--- src/rtl/tri_asm_settings.svh ---
`ifndef TRI_ASM_SETTINGS_SVH
`define TRI_ASM_SETTINGS_SVH

// word and fixed-point format
`define TA_WORD_W          32
`define TA_FRAC_BITS       16

// vertex record layout, in words
`define TA_VERTEX_STRIDE   12
`define TA_COLOUR_OFFSET   8   // position sits at word 0, words 4..7 unused

`define TA_BYTES_PER_WORD  4

`endif

--- src/rtl/tri_asm_pkg.sv ---
`default_nettype none

`include "tri_asm_settings.svh"

package tri_asm_pkg;

    // signed 16.16
    typedef logic signed [`TA_WORD_W-1:0] fixed_t;

    // x in the top word
    typedef struct packed {
        fixed_t x;
        fixed_t y;
        fixed_t z;
        fixed_t w;
    } vec4_t;

    // element r*4+c is row r, column c
    typedef fixed_t [15:0] mat44_t;

endpackage

`default_nettype wire

--- src/rtl/vertex_fetch.sv ---
`timescale 1ns/1ns
`default_nettype none

`include "tri_asm_settings.svh"

module vertex_fetch (
    input  wire logic                      i_clk,
    input  wire logic                      i_reset_n,
    input  wire logic                      i_start,
    input  wire logic [`TA_WORD_W-1:0]     i_address_index_buffer,
    input  wire logic [`TA_WORD_W-1:0]     i_address_vertex_buffer,
    input  wire logic [`TA_WORD_W-1:0]     i_num_triangles,
    input  wire logic [`TA_WORD_W-1:0]     i_memory_data,
    input  wire logic                      i_next_free,
    input  wire logic                      i_done,
    output logic                           o_ready,
    output logic                           o_memory_read,
    output logic [`TA_WORD_W-1:0]          o_memory_address,
    output logic                           o_valid,
    output logic                           o_last,
    output tri_asm_pkg::vec4_t             o_v1, o_v2, o_v3,
    output tri_asm_pkg::vec4_t             o_c1, o_c2, o_c3
);

    typedef enum logic [1:0] {S_IDLE, S_READ, S_HAND, S_DRAIN} state_t;

    state_t                   r_state;
    logic [4:0]               r_read;         // read on the bus, 0..26
    logic [`TA_WORD_W-1:0]    r_tri;          // triangle being fetched
    logic [`TA_WORD_W-1:0]    r_index_ptr;    // next index word address
    logic [`TA_WORD_W-1:0]    r_num;
    logic [`TA_WORD_W-1:0]    r_vertex_base;
    logic [`TA_WORD_W-1:0]    r_index [0:2];
    tri_asm_pkg::fixed_t      r_word [0:23];  // positions then colours

    logic                     w_accept;
    logic [4:0]               w_slot;
    logic [2:0]               w_group;
    logic                     w_colour;
    logic [1:0]               w_sel;
    logic [`TA_WORD_W-1:0]    w_field;
    logic [`TA_WORD_W-1:0]    w_vertex_addr;

    assign w_accept = (r_state == S_IDLE) && i_start && o_ready;

    //////////////////////////////////////////////////////////////////////
    // address of the next vertex read
    //////////////////////////////////////////////////////////////////////

    assign w_slot   = r_read - 5'd2;                  // word slot of read r_read+1
    assign w_group  = w_slot[4:2];                    // 0..2 positions, 3..5 colours
    assign w_colour = (w_group >= 3'd3);
    assign w_sel    = w_colour ? 2'(w_group - 3'd3) : w_group[1:0];
    assign w_field  = (w_colour ? `TA_COLOUR_OFFSET : 0) + {{(`TA_WORD_W-2){1'b0}}, w_slot[1:0]};

    assign w_vertex_addr = r_vertex_base
                         + (r_index[w_sel] * `TA_VERTEX_STRIDE + w_field) * `TA_BYTES_PER_WORD;

    //////////////////////////////////////////////////////////////////////
    // request and read sequencing
    //////////////////////////////////////////////////////////////////////

    always_ff @(posedge i_clk or negedge i_reset_n) begin
        if (!i_reset_n) begin
            r_state          <= S_IDLE;
            r_read           <= '0;
            r_tri            <= '0;
            r_index_ptr      <= '0;
            o_ready          <= 1'b1;
            o_memory_read    <= 1'b0;
            o_memory_address <= '0;
        end else begin
            case (r_state)
                S_IDLE: begin
                    o_ready <= 1'b1;
                    if (w_accept) begin
                        o_ready     <= 1'b0;
                        r_tri       <= '0;
                        r_index_ptr <= i_address_index_buffer + `TA_BYTES_PER_WORD;
                        if (i_num_triangles != '0) begin   // empty request stays idle
                            r_state          <= S_READ;
                            r_read           <= '0;
                            o_memory_read    <= 1'b1;
                            o_memory_address <= i_address_index_buffer;
                        end
                    end
                end
                S_READ: begin
                    r_read <= r_read + 5'd1;
                    if (r_read < 5'd2) begin
                        o_memory_address <= r_index_ptr;
                        r_index_ptr      <= r_index_ptr + `TA_BYTES_PER_WORD;
                    end else if (r_read < 5'd26) begin
                        o_memory_address <= w_vertex_addr;
                    end else begin
                        o_memory_read <= 1'b0;        // last colour word on the bus
                        r_state       <= S_HAND;
                    end
                end
                S_HAND: begin
                    if (i_next_free) begin
                        r_tri <= r_tri + 1'b1;
                        if (o_last) begin
                            r_state <= S_DRAIN;
                        end else begin
                            r_state          <= S_READ;
                            r_read           <= '0;
                            o_memory_read    <= 1'b1;
                            o_memory_address <= r_index_ptr;
                            r_index_ptr      <= r_index_ptr + `TA_BYTES_PER_WORD;
                        end
                    end
                end
                default: begin                        // S_DRAIN
                    if (i_done) begin
                        o_ready <= 1'b1;
                        r_state <= S_IDLE;
                    end
                end
            endcase
        end
    end

    // request values and fetched words
    always_ff @(posedge i_clk) begin
        if (w_accept) begin
            r_num         <= i_num_triangles;
            r_vertex_base <= i_address_vertex_buffer;
        end
        if (r_state == S_READ) begin
            if (r_read < 5'd3) r_index[r_read[1:0]] <= i_memory_data;
            else               r_word[r_read - 5'd3] <= i_memory_data;
        end
    end

    assign o_valid = (r_state == S_HAND) && i_next_free;
    assign o_last  = (r_tri + 1'b1 == r_num);

    assign o_v1 = {r_word[0],  r_word[1],  r_word[2],  r_word[3]};
    assign o_v2 = {r_word[4],  r_word[5],  r_word[6],  r_word[7]};
    assign o_v3 = {r_word[8],  r_word[9],  r_word[10], r_word[11]};
    assign o_c1 = {r_word[12], r_word[13], r_word[14], r_word[15]};
    assign o_c2 = {r_word[16], r_word[17], r_word[18], r_word[19]};
    assign o_c3 = {r_word[20], r_word[21], r_word[22], r_word[23]};

endmodule

`default_nettype wire

--- config.mk ---
export PLATFORM = sky130hd
export DESIGN_NAME = vertex_fetch
export DESIGN_NICKNAME = d
export VERILOG_FILES = /design/src/rtl/tri_asm_pkg.sv /design/src/rtl/vertex_fetch.sv
export VERILOG_INCLUDE_DIRS = /design/src /design/src/rtl
export SDC_FILE = /design/constraint.sdc
export NUM_CORES = 1
export LEC_CHECK = 0
export ABC_AREA = 1
export BUFFER_PORTS_ARGS = -buffer_cell sky130_fd_sc_hd__buf_2
export CORE_AREA = 2 2 369 371
export CTS_CLUSTER_DIAMETER = 200
export DETAILED_ROUTE_END_ITERATION = 8
export DIE_AREA = 0 0 371 373
export SLEW_MARGIN = 20
export SYNTH_ARGS = -nofsm -noshare
export SYNTH_HDL_FRONTEND = slang
export SYNTH_SLANG_ARGS = --single-unit
--- constraint.sdc ---
create_clock -name i_clk -period 12.4 [get_ports i_clk]
set_input_delay 1.24 -clock i_clk [delete_from_list [all_inputs] [get_ports i_clk]]
set_output_delay 1.24 -clock i_clk [all_outputs]
set_load 0.02 [all_outputs]
==> results of run 1 <==
## cell usage in the layout (no fill, tap or decap), types with 14 or more instances in the layout
master / instances
buf_2: 935
edfxtp_1: 916
nand2_1: 452
inv_1: 256
o21ai_0: 176
nor2_1: 162
clkbuf_16: 106
dfrtp_1: 104
a21oi_1: 90
nand3_1: 80
xor2_1: 72
ha_1: 72
buf_4: 33
nor3_1: 32
nor2_4: 31
xnor2_1: 30
nand2_2: 29
nand3_2: 27
o22ai_1: 26
clkinv_2: 26
nand4_1: 25
clkinv_1: 20
nor4_1: 18
clkbuf_1: 17
nor2_2: 16
inv_2: 14
nand3b_1: 14
## how the worst min path moves through the flow
stage	from	end	slack, ps	cells after the start
2_1_floorplan	r_index_ptr[26]	r_index_ptr[26]	450	2
3_3_place_gp	o_memory_address[5]	o_memory_address[5]	460	2
3_5_place_dp	o_memory_address[25]	o_memory_address[25]	470	2
4_1_cts	i_reset_n	r_tri[8]	440	1
5_1_grt	i_reset_n	r_tri[29]	490	1
6_report	o_memory_address[7]	o_memory_address[7]	480	2
## routing by layer
layer  global-route usage  part of all wire  vias up
li1                     -                 -    12100
met1                0.234              0.39    13300
met2                0.331              0.49     1197
met3               0.0526             0.085      210
met4               0.0710             0.034        4
met5                    0           0.00015        -
## worst min-delay path, cell delays in order, from the launching register on
cell     delay, ps
dfrtp_1        340
nand2_1         50
o21ai_0         60
## layout make-up
type,instances,area [um2],area share
tap,1781,2230,0.0442
antenna,5,12.5,0.000248
clock buffer,125,2740,0.0544
timing repair buffer,968,4930,0.0978
multi-input combinational,1471,8490,0.168
clock inverter,77,845,0.0168
inverter,273,1020,0.0203
sequential,1021,30100,0.598
## cell families after synthesis
kind of cell               Yosys count  synth area share
AOI/OAI and AO/OA                  366            0.0530
xor gates and xnor gates           102            0.0225
adders and majority gates           73            0.0232
buffers and inverters              321            0.0325
DFF                               1021             0.759
and+or+nand+nor                    930             0.110
## through the flow
step,hold WS (ps),instances
final,481,5721
after global routing,487,5716
after CTS,437,5716
after detailed placement,471,5514
after global placement,463,5514
after floorplan,452,2813
## state kept, by name (all words and copies together) (netlist names)
| register | cells |
|---|---|
| o_memory_read | 1 |
| r_read | 5 |
| r_tri | 32 |
| r_index_ptr | 32 |
| r_word | 768 |
| r_index | 84 |
| o_memory_address | 32 |
| r_vertex_base | 32 |
| o_ready | 1 |
| r_state | 2 |
| r_num | 32 |
==> reports/results.ini, run 1 <==
[yosys]
ys_seq_elements = 1021
ys_seq_area_frac = 0.759
synth_edf_count = 916
yosysTopAreaCellShare = 0.693
async_reset_ff_frac = 0.103
synth_area_leaders = edfxtp_1 69%, dfrtp_1 6.6%, nand2_1 4.3%
synth_area_mm2 = 0.0397
ys.flop_type = edfxtp_1
syn_inst = 2813
synthTopCellsByCount = 916 x edfxtp_1, 453 x nand2_1, 258 x inv_1
syn-num-nets = 3019
yosysMostFrequentCell = edfxtp_1
synth_cell_type_count = 64
yosysTopAreaCell = edfxtp_1
ys.warnings.count = 0
avgSynthCellArea_um2 = 14.1

[clocking]
cts_htree_levels = 3
cts_root_buf = clkbuf_16
clk_latency_ps = 720
cts_tree = built
clock_sinks = 1021
clkTransAtPathRegs_ps = 60
clk_path_buf_depth = 3
cts_setup_buffers = 0
postCtsHoldBufs = 0
cts-buffers-inserted = 106
cts.repair.resized = 0

[worst_setup_path]
worstPathBufferInverterCount = 10
crit_top_cell = nand2_1
cp_slowest_stage_delay_ps = 480
crit_family = simple AND/OR/NAND/NOR gates
path_depth = 47
cp.required_ps = 12960
crit_start = r_read[1]
crit_end = o_memory_address[27]
ff2ff_path_depth = 47
timing.rr.start = r_read[1]
startpoint_type = register
r2r_slack_ps = 4750
crit_arrival_ps = 8210
crit_type = register to register
crit_slowest_cell = dfrtp_1
reg2reg_to = o_memory_address[27]
endpoint_kind = register
path_max_fanout = 33

[routing]
wl_um = 138000
wire_per_inst_um = 24.1
via_count = 26800
first_pass_iters = 5
drt_iter0_markers = 2344
drc_errors = 0
viasPerCell = 4.68
postRouteAntennaNets = 0

[sta]
fin_ws_ps = 4750
slew_violations = 0
slew_headroom = 0.266
fmax_ghz = 0.131
fin_crit_ps = 7650
rsz0062_at_grt = no
skew_ps = 53.6
worstMarginPinSlew_ps = 1100
setup_viol = 0
tns_ps = 0
hold_viol_final = 0
finalCritPeriodShare = 0.617

[final_layout]
layout-drive-gt1-share = 0.330
fill_cells = 12900
syn2layout_area_growth_pct = 26.9
fin_nets = 4047
post-route-util = 0.374
final_area_mm2 = 0.0504

[floorplanning]
coreArea_mm2 = 0.135
fp.dieH_um = 373
start_util = 0.295
io_pins = 937
die_x_um = 371
fp-row-count = 135
dieArea_mm2 = 0.138

[run_status]
status = finished, final reports clean

[placement]
placed_area_mm2 = 0.0468
place_congestion = 0.872
place_ws_ps = 4770
portBuffers = 936
dp_hpwl_um = 96300

[global_route]
antenna_found_initial = 19
grt_max_degree = 71
grt_pass1_wl_um = 192000
global_route.overflow_total = 0
grt_usage = 0.194
first_global_vias = 26600

[run]
maxCapViolCount = 0

[hold_path]
hp-class = register to register

Power of run 1 is not shown: default switching activity piles up to over one toggle a cycle in this logic, so the estimate is an artifact.
==> run 2, diff against run 1 <==
Clock period 12.4 ns to 7.7 ns, I/O delays scaled along.
==> run 2 against run 1 <==
  * Utilization shrank 0.087 points
  * Flip-flop and latch count is the same
  * Non-clock buffer count grew 4
  * Clock skew shrank 22 ps
  * Setup slack lost 4000 ps
  * Routed wire length is essentially flat
  * First-iteration DRC count shrank 13%
  * Cell area shrank 0.23%
  * Maximum frequency grew 9.9%
==> reports/results.ini, run 2 (synthesized netlist as in run 1, its figures left out) <==
[global_route]
global_route.overflow_total = 0
grt_pass1_wl_um = 192000
grt_usage = 0.194
grt_max_degree = 65
first_global_vias = 26500
antenna_found_initial = 10

[placement]
dp_cells = 5518
dp_hpwl_um = 97100
portBuffers = 936
place_congestion = 0.897

[floorplanning]
coreArea_mm2 = 0.135
io_pins = 937
die_x_um = 371
dieArea_mm2 = 0.138
fp.dieH_um = 373
fp-row-count = 135
start_util = 0.295

[final_layout]
layout_commonest_cell = buf_2
top_register = r_word
syn2layout_area_growth_pct = 26.6
final_cell_mix = 935 x buf_2, 916 x edfxtp_1, 452 x nand2_1, 255 x inv_1, 173 x o21ai_0
fin_nets = 4048
fill_cells = 12800
layout-drive-gt1-share = 0.327
final_cells = 5715
largest_reg_flops = 768

[worst_setup_path]
crit_type = register to register
crit_arrival_ps = 7540
cp.required_ps = 8280
startpoint_type = register
r2r_slack_ps = 740
crit_slowest_cell = dfrtp_2
path_max_fanout = 23
endpoint_kind = register
crit_top_cell = nand2_1
cp_slowest_stage_delay_ps = 470

[hold_path]
hp-class = primary input to async pin

[clocking]
cts_htree_levels = 3
clk_latency_ps = 720
cts_tree = built
postCtsHoldBufs = 0
clk_path_buf_depth = 3
clock_sinks = 1021
cts_root_buf = clkbuf_16
cts-buffers-inserted = 103
clkTransAtPathRegs_ps = 70

[sta]
worstMarginPinSlew_ps = 1120
fin_crit_ps = 6960
skew_ps = 31.4
slew_violations = 0
tns_ps = 0
slew_headroom = 0.254
fmax_ghz = 0.144
hold_viol_final = 0
rsz0062_at_grt = no
setup_viol = 0
finalCritPeriodShare = 0.904

[run]
maxCapViolCount = 0

[routing]
postRouteAntennaNets = 0
wl_um = 138000
viasPerCell = 4.69
drt_iter0_markers = 2032
via_count = 26800
wire_per_inst_um = 24.2
first_pass_iters = 5
drc_errors = 0

[run_status]
status = finished, final reports clean

## run 2: what timing repair did
item | 4_1_cts | 5_1_grt
resized for setup | 0 | 9
endpoints found under the setup margin | 0 | 4
setup buffers | 0 | 0
## run 2: final timing paths
check                                       end                       start  depth (start not counted)
max                        o_memory_address[30]                   r_read[1]                         41
min                                   r_tri[29]                   i_reset_n                          1
max reg2reg                o_memory_address[30]                   r_read[1]                         41
min reg2reg                     r_index_ptr[19]             r_index_ptr[19]                          2
max in group asynchronous       r_index_ptr[24]                   i_reset_n                          2
min in group i_clk             r_vertex_base[7]  i_address_vertex_buffer[7]                          1
## run 2: routing by layer
| metal | part of all wire | track usage | up-vias |
|---|---|---|---|
| met3 | 0.085 | 0.0547 | 192 |
| met2 | 0.50 | 0.338 | 1180 |
| li1 | - | - | 12100 |
| met1 | 0.39 | 0.233 | 13300 |
| met5 | 0.000094 | 0 | - |
| met4 | 0.024 | 0.0536 | 2 |
## run 2: layout make-up
type,instances,area (um2),share of cell area
clock buffer,125,2680,0.0533
inverter,273,1030,0.0205
multi-input combinational,1471,8490,0.169
clock inverter,66,746,0.0148
antenna,6,15.0,0.000299
tap,1781,2230,0.0443
sequential,1021,30100,0.599
timing repair buffer,972,4960,0.0987
## run 2: critical path: cells and delay by family, from the launching register on
| kind | cells | cell delay, ps |
|---|---|---|
| AOI/OAI and AO/OA | 9 | 1970 |
| adders and majority gates | 4 | 1230 |
| DFF | 1 | 470 |
| buffers and inverters | 10 | 1070 |
| and+or+nand+nor | 18 | 2070 |
## run 2: metrics by stage
| step | utilization | setup WS (ps) | area [um2] | hold slack [ps] |
|---|---|---|---|---|
| finish | 0.374 | 739 | 50300 | 84.4 |
| global route | 0.373 | 6.88 | 50300 | 65.6 |
| CTS | 0.373 | 498 | 50300 | 24.2 |
| detailed placement | 0.348 | 545 | 46800 | 472 |
| global placement | 0.348 | 605 | 46800 | 464 |
| floorplan | - | 1890 | 39700 | 452 |
Power of run 2 is left out for the same reason.
==> run 3, diff against run 2 <==
Settings changed: CORE_AREA 2 2 369 371 to default, CORE_MARGIN from default to 2, CORE_UTILIZATION from default to 28, CTS_CLUSTER_DIAMETER 200 to default, DIE_AREA 0 0 371 373 to default.
==> run 3 against run 2 <==
  * Setup slack better by 77 ps
  * Clock skew up 69 ps
  * First-iteration DRC count increased by 6.4%
  * Non-clock buffer count rose by 2
  * Clock-buffer cell count increased by 3
  * Flip-flop and latch count unchanged
==> reports/results.ini, run 3 (synthesized netlist as in run 1, its figures left out) <==
[final_layout]
layout-drive-gt1-share = 0.329
post-route-util = 0.357
syn2layout_area_growth_pct = 27.1
largest_reg_flops = 768
fin_nets = 4054
top_register = r_word
final_cell_mix = 935 x buf_2, 916 x edfxtp_1, 453 x nand2_1, 256 x inv_1, 174 x o21ai_0
layout_commonest_cell = buf_2

[run]
maxCapViolCount = 0

[sta]
worstMarginPinSlew_ps = 1100
finalCritPeriodShare = 0.894
setup_viol = 0
fmax_ghz = 0.145
skew_ps = 100
slew_violations = 0
hold_viol_final = 0
tns_ps = 0
fin_crit_ps = 6880
slew_headroom = 0.270
rsz0062_at_grt = no

[global_route]
grt_pass1_wl_um = 193000
antenna_found_initial = 12
grt_usage = 0.186
grt_max_degree = 68
global_route.overflow_total = 0
first_global_vias = 26300

[worst_setup_path]
crit_type = register to register
path_max_fanout = 22
crit_top_cell = nand2_1
endpoint_kind = register
crit_arrival_ps = 7420
cp_slowest_stage_delay_ps = 480
crit_slowest_cell = a221oi_1
cp.required_ps = 8230
startpoint_type = register

[floorplanning]
fp-row-count = 138
io_pins = 937
start_util = 0.281
coreArea_mm2 = 0.141
die_x_um = 381
dieArea_mm2 = 0.145
fp.dieH_um = 381

[hold_path]
hp-class = primary input to register

[clocking]
cts_tree = built
clk_latency_ps = 750
clock_sinks = 1021
cts-buffers-inserted = 107
cts_htree_levels = 3
clk_path_buf_depth = 3
cts_root_buf = clkbuf_16
clkTransAtPathRegs_ps = 60

[routing]
drc_errors = 0
drt_iter0_markers = 2163
wl_um = 140000
via_count = 26800
viasPerCell = 4.60
first_pass_iters = 5
postRouteAntennaNets = 0
wire_per_inst_um = 24.0

[placement]
dp_hpwl_um = 98200
portBuffers = 936
place_congestion = 0.887

[run_status]
status = finished, final reports clean

run 3: what timing repair did:
action / in CTS / in global routing
hold endpoints to repair: 25 / 0
hold buffers: 1 / 0
setup buffers: 0 / 0
setup endpoints to repair: 0 / 5
resized for setup: 0 / 7
run 3: layout make-up:
| type | instances | area, um2 |
|---|---|---|
| Multi-Input combinational cell | 1471 | 8480 |
| Tap cell | 1890 | 2360 |
| Clock buffer | 128 | 2780 |
| Sequential cell | 1021 | 30100 |
| Antenna cell | 1 | 2.50 |
| Clock inverter | 70 | 703 |
| Inverter | 273 | 1030 |
| Fill cell | 13800 | 90800 |
| Timing Repair Buffer | 974 | 4970 |
run 3: critical path, delay by kind of cell (launching register included):
family	cells	cell delay, ps
DFF	1	470
adders and majority gates	4	1210
buffers and inverters	9	990
AOI/OAI and AO/OA	8	1850
and+or+nand+nor	17	2140
run 3: stage by stage:
step	hold WS (ps)	cells	setup WS, ps	instance area (um2)
floorplan	452	2813	1890	39700
global placement	463	5628	762	47000
detailed placement	469	5628	626	47000
CTS	128	5827	597	50500
global route	140	5828	56.3	50500
finish	203	5828	817	50500
run 3: worst paths after layout:
path / startpoint / endpoint / slack (ps) / cells past startpoint
max in group asynchronous: i_reset_n / r_index_ptr[16] / 5680 / 3
worst max-delay path: r_read[1] / o_memory_address[30] / 820 / 38
min in group asynchronous: i_reset_n / r_tri[19] / 610 / 2
worst min register to register: o_memory_address[19] / o_memory_address[19] / 480 / 2
worst max register to register: r_read[1] / o_memory_address[30] / 820 / 38
worst min-delay path: i_address_vertex_buffer[6] / r_vertex_base[6] / 200 / 1
run 3: routing by layer:
metal | share of wire | track usage
met1 | 0.38 | 0.223
met2 | 0.50 | 0.323
met3 | 0.091 | 0.0571
met4 | 0.027 | 0.0512
met5 | 0 | 0
Power of run 3 is left out for the same reason.
